File: config.mk
export PLATFORM = sky130hd
export DESIGN_NAME = rp_analog_top
export DESIGN_NICKNAME = d
export VERILOG_FILES = /design/src/rtl/rp_pkg.sv /design/src/rtl/rp_bus_ctrl.sv /design/src/rtl/rp_adc_frontend.sv /design/src/rtl/rp_dac_backend.sv /design/src/rtl/rp_analog_top.sv
export SDC_FILE = /design/constraint.sdc
export NUM_CORES = 1
export LEC_CHECK = 0
export CAP_MARGIN = 20
export CORE_AREA = 2 2 113 115
export CTS_CLUSTER_SIZE = 40
export DETAILED_ROUTE_END_ITERATION = 7
export DIE_AREA = 0 0 115 117
export DONT_BUFFER_PORTS = 1
export GPL_TIMING_DRIVEN = 0
export PLACE_DENSITY = 0.55
export RECOVER_POWER = 100
export SLEW_MARGIN = 5
export SYNTH_ARGS = -nofsm -noshare
export SYNTH_HDL_FRONTEND = slang
export SYNTH_SLANG_ARGS = --single-unit
File: constraint.sdc
create_clock -name adc_clk -period 3.4 [get_ports adc_clk]
set_input_delay 0.68 -clock adc_clk [delete_from_list [all_inputs] [get_ports adc_clk]]
set_output_delay 0.68 -clock adc_clk [all_outputs]
set_load 0.005 [all_outputs]
File: src/rtl/rp_pkg.sv
// analog front end shared definitions
// sample widths, bus region map, housekeeping register offsets
// bus request/response and housekeeping config structs
package rp_pkg;

  // ------------------------------------------------------------
  // datapath widths
  // ------------------------------------------------------------
  localparam int SAMPLE_W = 14;  // converted ADC/DAC sample
  localparam int RAW_W    = 16;  // ADC pin bus, two low bits reserved
  localparam int RB_W     = 16;  // radio output sample

  // ------------------------------------------------------------
  // system bus address map
  // ------------------------------------------------------------
  localparam int REGION_LSB = 20;  // region field starts here
  localparam int N_REGIONS  = 8;

  // region 0 housekeeping offsets
  localparam logic [REGION_LSB-1:0] HK_ID_OFS   = 20'h0_0000;  // read only
  localparam logic [REGION_LSB-1:0] HK_LOOP_OFS = 20'h0_0004;  // digital loopback
  localparam logic [REGION_LSB-1:0] HK_LED_OFS  = 20'h0_0008;  // led value
  localparam logic [REGION_LSB-1:0] HK_RB_OFS   = 20'h0_000C;  // radio override

  localparam logic [31:0] HK_ID_VALUE = 32'h5250_0001;

  // bus master side, strobes are one cycle wide
  typedef struct packed {
    logic [31:0] addr;
    logic [31:0] wdata;
    logic        wen;
    logic        ren;
  } sys_req_t;

  // slave side, ack one cycle after the strobe
  typedef struct packed {
    logic [31:0] rdata;
    logic        ack;
    logic        err;
  } sys_rsp_t;

  // housekeeping config toward the datapath
  typedef struct packed {
    logic       digital_loop;
    logic       rb_active;
    logic [7:0] hk_led;
  } hk_cfg_t;

endpackage

File: src/rtl/rp_bus_ctrl.sv
// system bus control
// region decode, housekeeping registers, registered response
// unused slave answer for regions 1..7, led source select
`timescale 1ns/1ps

module rp_bus_ctrl (
  input  logic             adc_clk,
  input  logic             reset_i,
  input  rp_pkg::sys_req_t req_i,     // from bus master
  input  logic [7:0]       rb_led_i,  // radio led pattern
  output rp_pkg::sys_rsp_t rsp_o,
  output rp_pkg::hk_cfg_t  cfg_o,
  output logic [7:0]       led_o
);
  import rp_pkg::*;

  localparam int RGN_W = $clog2(N_REGIONS);  // region field width

  // ------------------------------------------------------------
  // address decode
  // ------------------------------------------------------------
  logic [RGN_W-1:0]      region;
  logic [REGION_LSB-1:0] offset;
  logic                  strobe;     // read or write this cycle
  logic                  hk_sel;     // region 0 addressed
  logic                  ofs_valid;  // offset is a known register
  logic [31:0]           hk_rdata;

  // response registers
  logic        ack_q;
  logic        err_q;
  logic [31:0] rdata_q;

  // housekeeping registers
  logic       digital_loop_q;
  logic       rb_active_q;
  logic [7:0] hk_led_q;

  assign region = req_i.addr[REGION_LSB +: RGN_W];
  assign offset = req_i.addr[REGION_LSB-1:0];  // offset within region
  assign strobe = req_i.wen | req_i.ren;
  assign hk_sel = (region == '0);

  // read mux and offset check
  always_comb begin
    ofs_valid = 1'b1;
    hk_rdata  = '0;
    case (offset)
      HK_ID_OFS:   hk_rdata         = HK_ID_VALUE;
      HK_LOOP_OFS: hk_rdata[0]      = digital_loop_q;
      HK_LED_OFS:  hk_rdata[7:0]    = hk_led_q;
      HK_RB_OFS:   hk_rdata[0]      = rb_active_q;
      default:     ofs_valid        = 1'b0;  // hole in region 0
    endcase
  end

  // ------------------------------------------------------------
  // housekeeping register writes
  // ------------------------------------------------------------
  always_ff @(posedge adc_clk) begin
    if (reset_i) begin
      digital_loop_q <= 1'b0;
      rb_active_q    <= 1'b0;
      hk_led_q       <= '0;
    end else if (req_i.wen && hk_sel) begin
      case (offset)
        HK_LOOP_OFS: digital_loop_q <= req_i.wdata[0];
        HK_LED_OFS:  hk_led_q       <= req_i.wdata[7:0];
        HK_RB_OFS:   rb_active_q    <= req_i.wdata[0];
        default:     ;  // id write dropped, holes flagged by err
      endcase
    end
  end

  // ------------------------------------------------------------
  // response, one cycle after the strobe
  // ------------------------------------------------------------
  always_ff @(posedge adc_clk) begin
    if (reset_i) begin
      ack_q <= 1'b0;
      err_q <= 1'b0;
    end else begin
      ack_q <= strobe;  // every region answers
      err_q <= strobe & hk_sel & ~ofs_valid;
    end
  end

  // zero on writes and on regions 1..7
  always_ff @(posedge adc_clk) begin
    rdata_q <= (req_i.ren && hk_sel) ? hk_rdata : '0;
  end

  assign rsp_o = '{rdata: rdata_q, ack: ack_q, err: err_q};

  assign cfg_o = '{
    digital_loop: digital_loop_q,
    rb_active:    rb_active_q,
    hk_led:       hk_led_q
  };

  // radio takes the leds while it drives the DAC
  assign led_o = rb_active_q ? rb_led_i : hk_led_q;

endmodule

File: src/rtl/rp_adc_frontend.sv
// ADC capture
// input register on both channels, negative slope code to two's complement
// digital loopback select
`timescale 1ns/1ps

module rp_adc_frontend #(
  parameter int DATA_W = rp_pkg::SAMPLE_W
) (
  input  logic                     adc_clk,
  input  logic                     reset_i,
  input  logic [rp_pkg::RAW_W-1:0] adc_dat_a_i,  // raw ADC ch a
  input  logic [rp_pkg::RAW_W-1:0] adc_dat_b_i,  // raw ADC ch b
  input  logic                     loop_en_i,
  input  logic signed [DATA_W-1:0] loop_a_i,     // saturated DAC sum
  input  logic signed [DATA_W-1:0] loop_b_i,
  output logic signed [DATA_W-1:0] adc_a_o,
  output logic signed [DATA_W-1:0] adc_b_o
);
  import rp_pkg::*;

  logic [DATA_W-1:0] adc_a_q;  // offset code, reserved bits gone
  logic [DATA_W-1:0] adc_b_q;

  // msb kept, rest inverted
  function automatic logic signed [DATA_W-1:0] neg_slope_conv(
    input logic [DATA_W-1:0] code
  );
    return {code[DATA_W-1], ~code[DATA_W-2:0]};
  endfunction

  // ------------------------------------------------------------
  // input register
  // ------------------------------------------------------------
  always_ff @(posedge adc_clk) begin
    if (reset_i) begin
      adc_a_q <= '0;
      adc_b_q <= '0;
    end else begin
      // upper bits only, low two are reserved
      adc_a_q <= adc_dat_a_i[RAW_W-1 -: DATA_W];
      adc_b_q <= adc_dat_b_i[RAW_W-1 -: DATA_W];
    end
  end

  // loopback bypasses the register, same cycle as the sum
  assign adc_a_o = loop_en_i ? loop_a_i : neg_slope_conv(adc_a_q);
  assign adc_b_o = loop_en_i ? loop_b_i : neg_slope_conv(adc_b_q);

endmodule

File: src/rtl/rp_dac_backend.sv
// DAC output path
// generator + controller summation with 14 bit saturation
// radio override and negative slope DAC code register
`timescale 1ns/1ps

module rp_dac_backend #(
  parameter int DATA_W = rp_pkg::SAMPLE_W
) (
  input  logic                           adc_clk,
  input  logic                           reset_i,
  input  logic signed [DATA_W-1:0]       gen_a_i,   // generator ch a
  input  logic signed [DATA_W-1:0]       gen_b_i,
  input  logic signed [DATA_W-1:0]       ctl_a_i,   // controller ch a
  input  logic signed [DATA_W-1:0]       ctl_b_i,
  input  logic                           rb_active_i,
  input  logic signed [rp_pkg::RB_W-1:0] rb_a_i,    // radio sample ch a
  input  logic signed [rp_pkg::RB_W-1:0] rb_b_i,
  output logic signed [DATA_W-1:0]       sum_a_o,   // saturated, to loopback
  output logic signed [DATA_W-1:0]       sum_b_o,
  output logic [DATA_W-1:0]              dac_a_o,   // DAC code
  output logic [DATA_W-1:0]              dac_b_o
);
  import rp_pkg::*;

  localparam int SUM_W = DATA_W + 1;  // one guard bit for the add

  // code for a zero sample, msb clear and the rest set
  localparam logic [DATA_W-1:0] DAC_ZERO = {1'b0, {(DATA_W-1){1'b1}}};

  logic signed [SUM_W-1:0] sum_a;
  logic signed [SUM_W-1:0] sum_b;
  logic [DATA_W-1:0]       dac_a_q;
  logic [DATA_W-1:0]       dac_b_q;

  // clip to full scale when the top two bits disagree
  function automatic logic signed [DATA_W-1:0] sat_sum(
    input logic signed [SUM_W-1:0] s
  );
    if (s[SUM_W-1] != s[SUM_W-2]) begin
      return {s[SUM_W-1], {(DATA_W-1){~s[SUM_W-1]}}};
    end
    return s[DATA_W-1:0];
  endfunction

  // two's complement to negative slope offset code
  function automatic logic [DATA_W-1:0] dac_code(input logic signed [DATA_W-1:0] v);
    return {v[DATA_W-1], ~v[DATA_W-2:0]};
  endfunction

  // radio sample, upper bits only
  function automatic logic [DATA_W-1:0] rb_code(input logic signed [RB_W-1:0] r);
    return {r[RB_W-1], ~r[RB_W-2 -: DATA_W-1]};
  endfunction

  // ------------------------------------------------------------
  // summation and saturation
  // ------------------------------------------------------------
  assign sum_a   = gen_a_i + ctl_a_i;  // sign extended to SUM_W
  assign sum_b   = gen_b_i + ctl_b_i;
  assign sum_a_o = sat_sum(sum_a);
  assign sum_b_o = sat_sum(sum_b);

  // ------------------------------------------------------------
  // output register
  // ------------------------------------------------------------
  always_ff @(posedge adc_clk) begin
    if (reset_i) begin
      dac_a_q <= DAC_ZERO;
      dac_b_q <= DAC_ZERO;
    end else if (rb_active_i) begin
      dac_a_q <= rb_code(rb_a_i);  // radio owns the DAC
      dac_b_q <= rb_code(rb_b_i);
    end else begin
      dac_a_q <= dac_code(sum_a_o);
      dac_b_q <= dac_code(sum_b_o);
    end
  end

  assign dac_a_o = dac_a_q;
  assign dac_b_o = dac_b_q;

endmodule

File: src/rtl/rp_analog_top.sv
// analog front end top level
// bus control, ADC capture and DAC output path on adc_clk
`timescale 1ns/1ps

module rp_analog_top #(
  parameter int DATA_W = rp_pkg::SAMPLE_W
) (
  input  logic                           adc_clk,
  input  logic                           reset_i,
  // ADC pins
  input  logic [rp_pkg::RAW_W-1:0]       adc_dat_a_i,
  input  logic [rp_pkg::RAW_W-1:0]       adc_dat_b_i,
  // generator and controller samples
  input  logic signed [DATA_W-1:0]       gen_a_i,
  input  logic signed [DATA_W-1:0]       gen_b_i,
  input  logic signed [DATA_W-1:0]       ctl_a_i,
  input  logic signed [DATA_W-1:0]       ctl_b_i,
  // radio
  input  logic signed [rp_pkg::RB_W-1:0] rb_a_i,
  input  logic signed [rp_pkg::RB_W-1:0] rb_b_i,
  input  logic [7:0]                     rb_led_i,
  // system bus
  input  rp_pkg::sys_req_t               req_i,
  output rp_pkg::sys_rsp_t               rsp_o,
  // converted samples and DAC codes
  output logic signed [DATA_W-1:0]       adc_a_o,
  output logic signed [DATA_W-1:0]       adc_b_o,
  output logic [DATA_W-1:0]              dac_a_o,
  output logic [DATA_W-1:0]              dac_b_o,
  output logic [7:0]                     led_o
);
  import rp_pkg::*;

  hk_cfg_t                  cfg;    // housekeeping config
  logic signed [DATA_W-1:0] sum_a;  // saturated sums, loopback source
  logic signed [DATA_W-1:0] sum_b;

  // ------------------------------------------------------------
  // bus decode, registers, leds
  // ------------------------------------------------------------
  rp_bus_ctrl u_bus_ctrl (
    .adc_clk  (adc_clk),
    .reset_i  (reset_i),
    .req_i    (req_i),
    .rb_led_i (rb_led_i),
    .rsp_o    (rsp_o),
    .cfg_o    (cfg),
    .led_o    (led_o)
  );

  // ------------------------------------------------------------
  // datapath
  // ------------------------------------------------------------
  rp_adc_frontend #(.DATA_W(DATA_W)) u_adc_frontend (
    .adc_clk     (adc_clk),
    .reset_i     (reset_i),
    .adc_dat_a_i (adc_dat_a_i),
    .adc_dat_b_i (adc_dat_b_i),
    .loop_en_i   (cfg.digital_loop),
    .loop_a_i    (sum_a),
    .loop_b_i    (sum_b),
    .adc_a_o     (adc_a_o),
    .adc_b_o     (adc_b_o)
  );

  rp_dac_backend #(.DATA_W(DATA_W)) u_dac_backend (
    .adc_clk     (adc_clk),
    .reset_i     (reset_i),
    .gen_a_i     (gen_a_i),
    .gen_b_i     (gen_b_i),
    .ctl_a_i     (ctl_a_i),
    .ctl_b_i     (ctl_b_i),
    .rb_active_i (cfg.rb_active),
    .rb_a_i      (rb_a_i),
    .rb_b_i      (rb_b_i),
    .sum_a_o     (sum_a),
    .sum_b_o     (sum_b),
    .dac_a_o     (dac_a_o),
    .dac_b_o     (dac_b_o)
  );

endmodule

==> impl_metrics.tcl, run 1 <==
set metrics [dict create \
    outcome "finished, violations left" \
    violations "setup timing" \
    synth_edf_count 0 \
    finClkSkew_ns 0.00698 \
    nets 802 \
    hp-start "req_i[36]" \
    hold_end "u_bus_ctrl.rdata_q[28]" \
    r2r_start "u_bus_ctrl.rb_active_q" \
    synth_top_cell_area_share_pct 33.4 \
    max_stage_delay_ns 0.42 \
    routed_wl_um 14300 \
    ys_seq_area_share_pct 33.4 \
    cts_tree "done" \
    grt_pass1_vias 3884 \
    min_path_type "in2reg" \
    clockRootBuffer "clkbuf_16" \
    final_cells 731 \
    floorplan.die_area_mm2 0.0135 \
    fmax_ghz 0.288 \
    synth-seq-cells 77 \
    ys_warn_count 0 \
    cts_htree_levels 3 \
    regToRegSetupSlack_ns 1.67 \
    io_pins 294 \
    slew_viol_final 0 \
    antenna_found_initial 0 \
    drv_cap 0 \
    async_flop_share_pct 0 \
    num_antenna_cells 0 \
    min_period_over_period_pct 102 \
    synth_cell_types 64 \
    drtIter0Drc 301 \
    final_layout_size_suffix_gt1_share_pct 25.8 \
    areaGrowthSynthToFinish_pct 25.5 \
    initial_core_util_pct 37.5 \
    die_w_um 115 \
    yosysMostFrequentCell "dfxtp_1" \
    cp_top_family "compound AO/OA/AOI/OAI gates" \
    arrival_ns 2.79 \
    worst_slack_ns -0.0740 \
    timing.final.setup_violations 16 \
    cp_max_fo 5 \
    wl_per_cell_um 19.5 \
    worstMarginPinSlew_ns 0.754 \
    cts_buffers 9 \
    syn_area_mm2 0.00461 \
    track_usage_pct 20.2 \
    end_kind "primary output" \
    grt_max_degree 18 \
    antenna_left 0 \
    relSlewSlack_pct 49.7 \
    finalHoldViolCount 0 \
    overflow 0 \
    p_total_uw 2650 \
    crit_slowest_cell "a2111oi_4" \
    cp-start-kind "primary input" \
    worst-path-buf-inv 2 \
    timing.rr.end "u_bus_ctrl.rdata_q[0]" \
    grt_pass1_wl_um 20800 \
    synth_top_area_cell "dfxtp_1" \
    holdWs_ns 0.407 \
    p_leak_uw 0.00245 \
    cts_buffer_depth 2 \
    insertion_delay_ns 0.34 \
    drtPass1Iterations 4 \
    cts_sinks 77 \
    viasPerCell 5.36 \
    synth_common_cells "dfxtp_1 (77), inv_1 (37), nor2_1 (36), nor2b_1 (34), nand2_1 (32)" \
    min_path_cells 1 \
    synth_area_per_cell_um2 8.78 \
    path_class "in2out" \
    rsz0062_at_grt "true" \
    r2r_cells 4 \
    num_rows 41 \
    place.port_buffers 0 \
    vias 3918 \
    cp_cell_sequence "ha_4, inv_2, fa_2, nor2b_4, o211ai_4, a2111oi_4, nor3_4, nor3b_2, a21oi_2, and2_4, buf_12, a22oi_2" \
    placed_cells 693 \
    cts-hold-fix-buffers 0 \
    ir_drop_mv 0.201 \
    drc 0 \
    core_mm2 0.0123 \
    power.density_mw_per_mm2 458 \
    synthTopCellsByArea "dfxtp_1 (33%), ha_1 (7.6%), a221o_1 (5.4%)" \
    dominantRegCellSynth "dfxtp_1" \
    gp_congestion 0.883 \
    clk_pin_slew_ns 0.07 \
    die_h_um 117 \
    period_minus_slack_ns 3.47 \
    critPathRequiredTime_ns 2.72 \
    synthCells 525 \
    dpl.hpwl_um 11000 \
]
sequential cells by signal, indices dropped and copies added, names as in the netlist:
signal                     cells
u_bus_ctrl.ack_q               1
u_bus_ctrl.err_q               1
u_bus_ctrl.rb_active_q         1
u_dac_backend.dac_a_o         14
u_bus_ctrl.rdata_q             9
u_adc_frontend.adc_a_q        14
u_bus_ctrl.digital_loop_q      1
u_dac_backend.dac_b_o         14
u_adc_frontend.adc_b_q        14
u_bus_ctrl.hk_led_q            8
metrics by stage:
stage	setup slack, ns	utilization, %	TNS (ns)	instance area [µm²]
finish	-0.0740	47.0	-0.504	5790
floorplan	0.0458	-	0	4750
global route	-0.199	47.0	-3.19	5790
detailed placement	-0.466	40.1	-8.60	4940
global placement	-0.456	40.1	-8.07	4940
CTS	-0.135	46.4	-0.991	5710
timing repair:
action                                  in CTS  in global routing
buffers inserted                            20                  5
endpoints found under the setup margin      27                 27
gates cloned                                 3                  0
endpoints found under the hold margin        0                  0
gates resized for setup                     59                 21
pin swaps                                   27                 21
cells by family (layout without fill, tap and decap cells):
logic type	count (synthesis)	after routing	synth area share (%)
other	1	19	0.0813
muxes	21	21	4.86
and+or+nand+nor	159	159	18.1
AOI/OAI and AO/OA	124	124	20.6
adders and majority gates	30	30	8.46
buffers and inverters	92	130	10.5
DFF	77	77	33.4
xor gates and xnor gates	21	21	3.99
how the worst max path moves through the flow:
stage,start,to,cells past startpoint
after floorplan,gen_b_i[0],adc_b_o[10],12
after global placement,gen_a_i[0],adc_a_o[1],11
after detailed placement,gen_a_i[0],adc_a_o[1],11
after CTS,ctl_b_i[0],adc_b_o[3],12
after global routing,ctl_b_i[0],adc_b_o[3],12
final,ctl_b_i[0],adc_b_o[3],12
final cells by class:
cell class / count / area [µm²]
plain buffers: 49 / 328
clock buffers: 9 / 225
clock inverters: 7 / 73.8
fillers: 1190 / 6520
inverters: 38 / 143
multi-input cells: 374 / 3060
flip-flops and latches: 77 / 1540
well taps: 150 / 188
repair buffers: 27 / 235
routing by layer:
layer / vias to the layer above / wire length, µm / track usage (%)
li1: 1919 / - / -
met1: 1825 / 5770 / 23.4
met2: 163 / 7310 / 36.9
met3: 11 / 1010 / 5.30
met4: 0 / 174 / 5.62
met5: - / 0 / 0
cells in the final DEF, fill, tap and decap left out, drive strengths merged, types with 3 or more instances in the layout:
cell     n
dfxtp   77
buf     53
inv     44
nor2    38
nor2b   36
nand2   32
clkbuf  32
ha      28
a21oi   26
a221o   25
a22oi   25
conb    19
xnor2   13
mux2i   13
o21ai   11
a21o    10
and2     9
nand3    8
xor2     8
nor3     8
mux2     8
nand4    6
o21a     4
nor3b    4
nor4     4
and3     3
o41ai    3
power breakdown:
group          internal (µW)  switching [µW]  total, µW
logic                    311             364        675
clock network            522             444        966
registers                975            38.6       1010
worst reg2reg max path, stage by stage, from the launching register on:
cell and delay, ns:
dfxtp_1 0.31, clkbuf_1 0.43, clkbuf_1 0.51, mux2i_1 0.16, a211oi_1 0.24
(Power assumes the default switching activity.)
==> inputs of run 2 (changes only) <==
- ABC_AREA: unset -> 1
- PLACE_DENSITY: 0.55 -> 0.63
- SYNTH_HIERARCHICAL: unset -> 1
==> run 2 against run 1 <==
  * The flow now finishes without violations
  * Clock-buffer cell count rose by 1
  * Register-to-register slack improved by 0.43 ns
  * Flip-flop and latch count did not move
  * Critical path type unchanged
==> impl_metrics.tcl, run 2 <==
set metrics [dict create \
    cts-hold-fix-buffers 0 \
    syn_area_mm2 0.00549 \
    finalHoldViolCount 0 \
    rsz0062_at_grt "false" \
    relSlewSlack_pct 61.1 \
    vias 4887 \
    viasPerCell 4.82 \
    cts_sinks 77 \
    cts_setup_buffers 0 \
    nets 1086 \
    ys_seq_area_share_pct 28.1 \
    min_path_type "in2reg" \
    path_class "in2out" \
    ir_drop_mv 0.221 \
    ys_warn_count 6 \
    synth-seq-cells 77 \
    cts_buffer_depth 2 \
    async_flop_share_pct 0 \
    cts_htree_levels 3 \
    cts_resized 0 \
    synthCells 831 \
    m1WireLength_um 6470 \
    synthTopCellsByArea "dfxtp_1 (28%), nand2_1 (17%), nor2_1 (10%)" \
    end_kind "primary output" \
    core_mm2 0.0123 \
    routed_wl_um 14800 \
    dr_wl_met3_um 1350 \
    drc 0 \
    place.port_buffers 0 \
    grt_pass1_wl_um 22800 \
    dominantRegCellSynth "dfxtp_1" \
    synth_cell_types 35 \
    cts_tree "done" \
    antenna_found_initial 0 \
    synth_top_area_cell "dfxtp_1" \
    synth_area_per_cell_um2 6.60 \
    initial_core_util_pct 44.6 \
    critPathRequiredTime_ns 2.72 \
    holdWs_ns 0.424 \
    grt_pass1_vias 4515 \
    drv_cap 0 \
    final_area_mm2 0.00587 \
    areaGrowthSynthToFinish_pct 6.93 \
    cts_buffers 9 \
    min_period_over_period_pct 94.9 \
    grt_max_degree 13 \
    dpl.hpwl_um 12200 \
    fmax_ghz 0.310 \
    fillerInstances 1335 \
    wl_met2_um 6770 \
    slew_viol_final 0 \
    placedInstanceArea_mm2 0.00574 \
    floorplan.die_area_mm2 0.0135 \
    track_usage_pct 22.1 \
    num_rows 41 \
    synth_top_cell_area_share_pct 28.1 \
    cp_max_fo 10 \
    drtPass1Iterations 4 \
    layout_commonest_cell "nand2_1" \
    final_cell_mix "nand2_1 (252), nor2_1 (148), inv_1 (88)" \
    arrival_ns 2.55 \
    drtIter0Drc 316 \
    clockRootBuffer "clkbuf_16" \
    p_total_uw 2640 \
    cp-start-kind "primary input" \
    power.density_mw_per_mm2 451 \
    clk_pin_slew_ns 0.06 \
    die_h_um 117 \
    fin_setup_tns_ns 0 \
    regToRegSetupSlack_ns 2.10 \
    routed.top_layer "met4" \
    wl_per_cell_um 14.6 \
    synth_common_cells "nand2_1 (245), nor2_1 (147), inv_1 (87), dfxtp_1 (77), buf_4 (31)" \
    die_w_um 115 \
    antenna_left 0 \
    worstMarginPinSlew_ns 0.584 \
    yosysMostFrequentCell "nand2_1" \
    period_minus_slack_ns 3.23 \
    num_antenna_cells 0 \
    timing.final.setup_violations 0 \
    finClkSkew_ns 0.00396 \
    io_pins 294 \
    insertion_delay_ns 0.34 \
    overflow 0 \
    synth_edf_count 0 \
    p_leak_uw 0.00313 \
    final_layout_size_suffix_gt1_share_pct 12.6 \
    gp_congestion 0.909 \
    outcome "complete, no violations" \
]
-- run 2: path summary, 6_finish.rpt --
kind / from / end / depth (start not counted)
min: reset_i / u_bus_ctrl/ack_q / 1
max reg2reg: u_bus_ctrl/rb_active_q / u_dac_backend/dac_b_o[3] / 6
max: gen_a_i[0] / adc_a_o[5] / 15
min reg2reg: u_bus_ctrl/hk_led_q[3] / u_bus_ctrl/rdata_q[3] / 2
-- run 2: cell families (layout without fill, tap and decap cells) --
group / after synthesis / count (layout) / share of synthesized area (%)
compound gates: 61 / 61 / 7.12
xor+xnor: 18 / 18 / 2.87
fa+ha+maj: 30 / 30 / 7.12
buf+inv: 156 / 171 / 14.8
flops: 77 / 77 / 28.1
other cells: 1 / 19 / 0.0683
simple gates: 488 / 488 / 39.9
-- run 2: per-layer routing --
metal,vias up,GRT usage (%)
met2,189,36.9
met1,2125,27.0
li1,2561,-
met5,-,0
met4,0,6.27
met3,12,7.98
-- run 2: report_power, final --
group / internal (µW) / switching, µW
clock: 560 / 378
combinational: 253 / 440
sequential: 979 / 34.1
-- run 2: final cells by class --
type / count / area [µm²] / area share [%]
Sequential cell: 77 / 1540 / 26.3
Buffer: 53 / 390 / 6.65
Clock buffer: 10 / 229 / 3.90
Clock inverter: 5 / 52.6 / 0.896
Multi-Input combinational cell: 616 / 3080 / 52.5
Inverter: 103 / 387 / 6.59
Tap cell: 150 / 188 / 3.20
-- run 2: critical path, cell delays in order --
cell     delay [ns]
ha_1           0.15
inv_1          0.05
fa_1           0.39
inv_1          0.09
nand2_1        0.07
nand3_2        0.12
nand2_1        0.09
nand3_1        0.14
nand2_4        0.09
inv_1          0.14
nand2_8        0.10
buf_4          0.18
nand2_1        0.08
nand2_1        0.06
o21ai_1        0.11
-- run 2: through the flow --
| step | instances | util (%) | setup slack [ns] |
|---|---|---|---|
| 4_1_cts | 1014 | 48.9 | 0.187 |
| 5_1_grt | 1014 | 47.7 | 0.0149 |
| 6_report | 1014 | 47.7 | 0.175 |
| 3_3_place_gp | 999 | 46.6 | 0.201 |
| 3_5_place_dp | 999 | 46.6 | 0.195 |
| 2_1_floorplan | 849 | - | 0.485 |
==> inputs of run 3 (changes only) <==
- CORE_AREA: 2 2 113 115 -> 2 2 115 117
- DIE_AREA: 0 0 115 117 -> 0 0 117 119
- MAX_ROUTING_LAYER: unset -> met4
- PLACE_DENSITY: 0.63 -> 0.58
- SYNTH_HIERARCHICAL: 1 -> unset
==> run 3 against run 2 <==
  * Global-route usage decreased by 0.83 points
  * Synthesized cell count shrank 4.9%
  * Sequential power about the same
  * Clock power grew 18%
  * First-iteration DRC count is 26% lower
  * Setup slack improved by 0.0049 ns
  * Wire length is 0.19% lower
  * Core utilization fell by 3.2 points
  * Critical path depth down 2
  * Combinational power down 9.7%
  * Non-clock buffer count is 4 lower
  * Register-to-register slack worse by 0.47 ns
==> impl_metrics.tcl, run 3 <==
set metrics [dict create \
    outcome "complete, no violations" \
    switching_share_pct 30.0 \
    min_path_cells 1 \
    synth_top_area_cell "dfxtp_1" \
    p_int_uw 1930 \
    seq_area_mm2 0.00154 \
    min_period_over_period_pct 94.7 \
    num_rows 42 \
    worst-path-buf-inv 3 \
    synth_common_cells "nand2_1 (228), nor2_1 (141), inv_1 (93), dfxtp_1 (77), a21oi_1 (45)" \
    fillerInstances 1423 \
    insertion_delay_ns 0.34 \
    drc 0 \
    io_pins 294 \
    synth-seq-cells 77 \
    synthTopCellsByArea "dfxtp_1 (30%), nand2_1 (17%), nor2_1 (10%)" \
    dpl.hpwl_um 12200 \
    areaGrowthSynthToFinish_pct 12.3 \
    power_frac_comb_pct 22.7 \
    clk_pin_slew_ns 0.06 \
    cp_cell_sequence "ha_1, inv_1, fa_1, inv_1, nand2_1, nand3_1, nand2_1, nand3_2, nand2_4, nor2_8, nor2_4, buf_6, a21boi_2" \
    vias 4709 \
    yosysMostFrequentCell "nand2_1" \
    grt_pass1_vias 4475 \
    num_antenna_cells 0 \
    drtIter0Drc 234 \
    gp_congestion 0.917 \
    multiInputGateArea_mm2 0.00295 \
    ys_warn_count 0 \
    cts_sinks 77 \
    cp_max_fo 10 \
    cts-hold-fix-buffers 0 \
    core_mm2 0.0129 \
    timing.final.setup_violations 0 \
    async_flop_share_pct 0 \
    period_minus_slack_ns 3.22 \
    initial_core_util_pct 39.5 \
    power.density_mw_per_mm2 482 \
    r2r_cells 4 \
    drtPass1Iterations 7 \
    finalHoldViolCount 0 \
    placedInstanceArea_mm2 0.00538 \
    cts_htree_levels 3 \
    synthCells 790 \
    clockRootBuffer "clkbuf_16" \
    cts_setup_buffers 0 \
    grt_max_degree 15 \
    place.port_buffers 0 \
    power_switching_uw 829 \
    relSlewSlack_pct 61.6 \
    grt_pass1_wl_um 22300 \
    final_core_util_pct 44.4 \
    cts_tree "done" \
    die_h_um 119 \
    max_stage_delay_ns 0.39 \
    sequentialPowerShare_pct 36.9 \
    cts_buffers 9 \
    finClkSkew_ns 0.00647 \
    dominantRegCellSynth "dfxtp_1" \
    p_leak_uw 0.00297 \
    final_area_mm2 0.00572 \
    crit_slowest_cell "fa_1" \
    cts_resized 0 \
    die_w_um 117 \
    end_kind "primary output" \
    critPathRequiredTime_ns 2.72 \
    nets 1045 \
    antenna_left 0 \
    viasPerCell 4.71 \
    antenna_found_initial 0 \
    floorplan.die_area_mm2 0.0139 \
    slew_viol_final 0 \
    track_usage_pct 21.3 \
    wl_per_cell_um 14.7 \
    layout_commonest_cell "nand2_1" \
    ys_seq_area_share_pct 30.3 \
    routed_wl_um 14700 \
    synth_edf_count 0 \
    cp-start-kind "primary input" \
    synth_cell_types 35 \
    worstMarginPinSlew_ns 0.576 \
    drv_cap 0 \
    clkPwrFrac_pct 40.4 \
    rsz0062_at_grt "true" \
    synth_area_per_cell_um2 6.44 \
    fmax_ghz 0.311 \
    synth_top_cell_area_share_pct 30.3 \
    final_cell_mix "nand2_1 (229), nor2_1 (141), inv_1 (93)" \
    path_class "in2out" \
    min_path_type "in2reg" \
    syn_area_mm2 0.00509 \
    ir_drop_mv 0.246 \
    cp_top_family "simple AND/OR/NAND/NOR gates" \
    final_layout_size_suffix_gt1_share_pct 8.37 \
    cts_buffer_depth 2 \
    overflow 0 \
    cp.depth 13 \
    arrival_ns 2.54 \
]
==> run 3: changes by cell type after synthesis, moves of 7 or more <==
cell,delta
a21oi_1,+26
a21boi_2,+10
nand2_2,-12
o21ai_2,-20
inv_2,-12
o21ai_0,+7
buf_6,-7
nand3_2,-16
nand2_1,-17
a21boi_1,+12
==> run 3: routing by layer <==
layer	vias to the layer above	GRT usage, %	wire length (µm)
met5	-	-	0
met1	2040	24.9	6160
met4	0	6.54	189
li1	2468	-	-
met3	15	4.02	1050
met2	186	36.7	7350
==> run 3: logic make-up (layout without fill, tap and decap cells) <==
family / after synthesis / count (layout) / synth area share (%)
buf+inv: 143 / 159 / 13.0
xor+xnor: 16 / 16 / 2.75
other cells: 1 / 19 / 0.0737
flops: 77 / 77 / 30.3
simple gates: 422 / 422 / 34.0
fa+ha+maj: 30 / 30 / 7.67
compound gates: 101 / 101 / 12.2
==> run 3: final timing paths <==
kind | startpoint | to | slack [ns]
worst max-delay path | gen_a_i[0] | adc_a_o[7] | 0.18
worst min register to register | u_bus_ctrl.hk_led_q[5] | u_bus_ctrl.rdata_q[5] | 0.47
worst min-delay path | req_i[36] | u_bus_ctrl.rdata_q[28] | 0.41
worst max register to register | u_bus_ctrl.digital_loop_q | u_bus_ctrl.digital_loop_q | 1.63
==> run 3: per-stage QoR <==
step	instances	hold slack (ns)	worst slack, ns	TNS (ns)	total power (µW)
2_1_floorplan	808	0.431	0.509	0	1520
3_3_place_gp	984	0.456	0.118	0	1670
3_5_place_dp	984	0.462	0.127	0	1670
4_1_cts	1000	0.405	0.135	0	2790
5_1_grt	1000	0.408	-0.00763	-0.00763	2910
6_report	1000	0.414	0.180	0	2760
==> run 3: cell type report <==
class	count	area share [%]
clock inverter	7	2.12
sequential	77	27.0
buffer	49	5.43
clock buffer	9	3.94
tap	176	3.85
multi-input combinational	588	51.5
inverter	94	6.17
==> run 3: worst reg2reg max path: cells and delay by family (launching register included) <==
kind	cells	cell delay (ns)
flip-flops	1	0.41
buffers and inverters	3	1.08
AO/OA/AOI/OAI	1	0.14
==> run 3: power groups by stage <==
stage / Clock [µW] / Combinational, µW / Sequential [µW]
after floorplan: 0 / 494 / 1020
after global placement: 0 / 627 / 1040
after detailed placement: 0 / 628 / 1040
after CTS: 1130 / 631 / 1020
after global routing: 1170 / 715 / 1020
final: 1110 / 626 / 1020
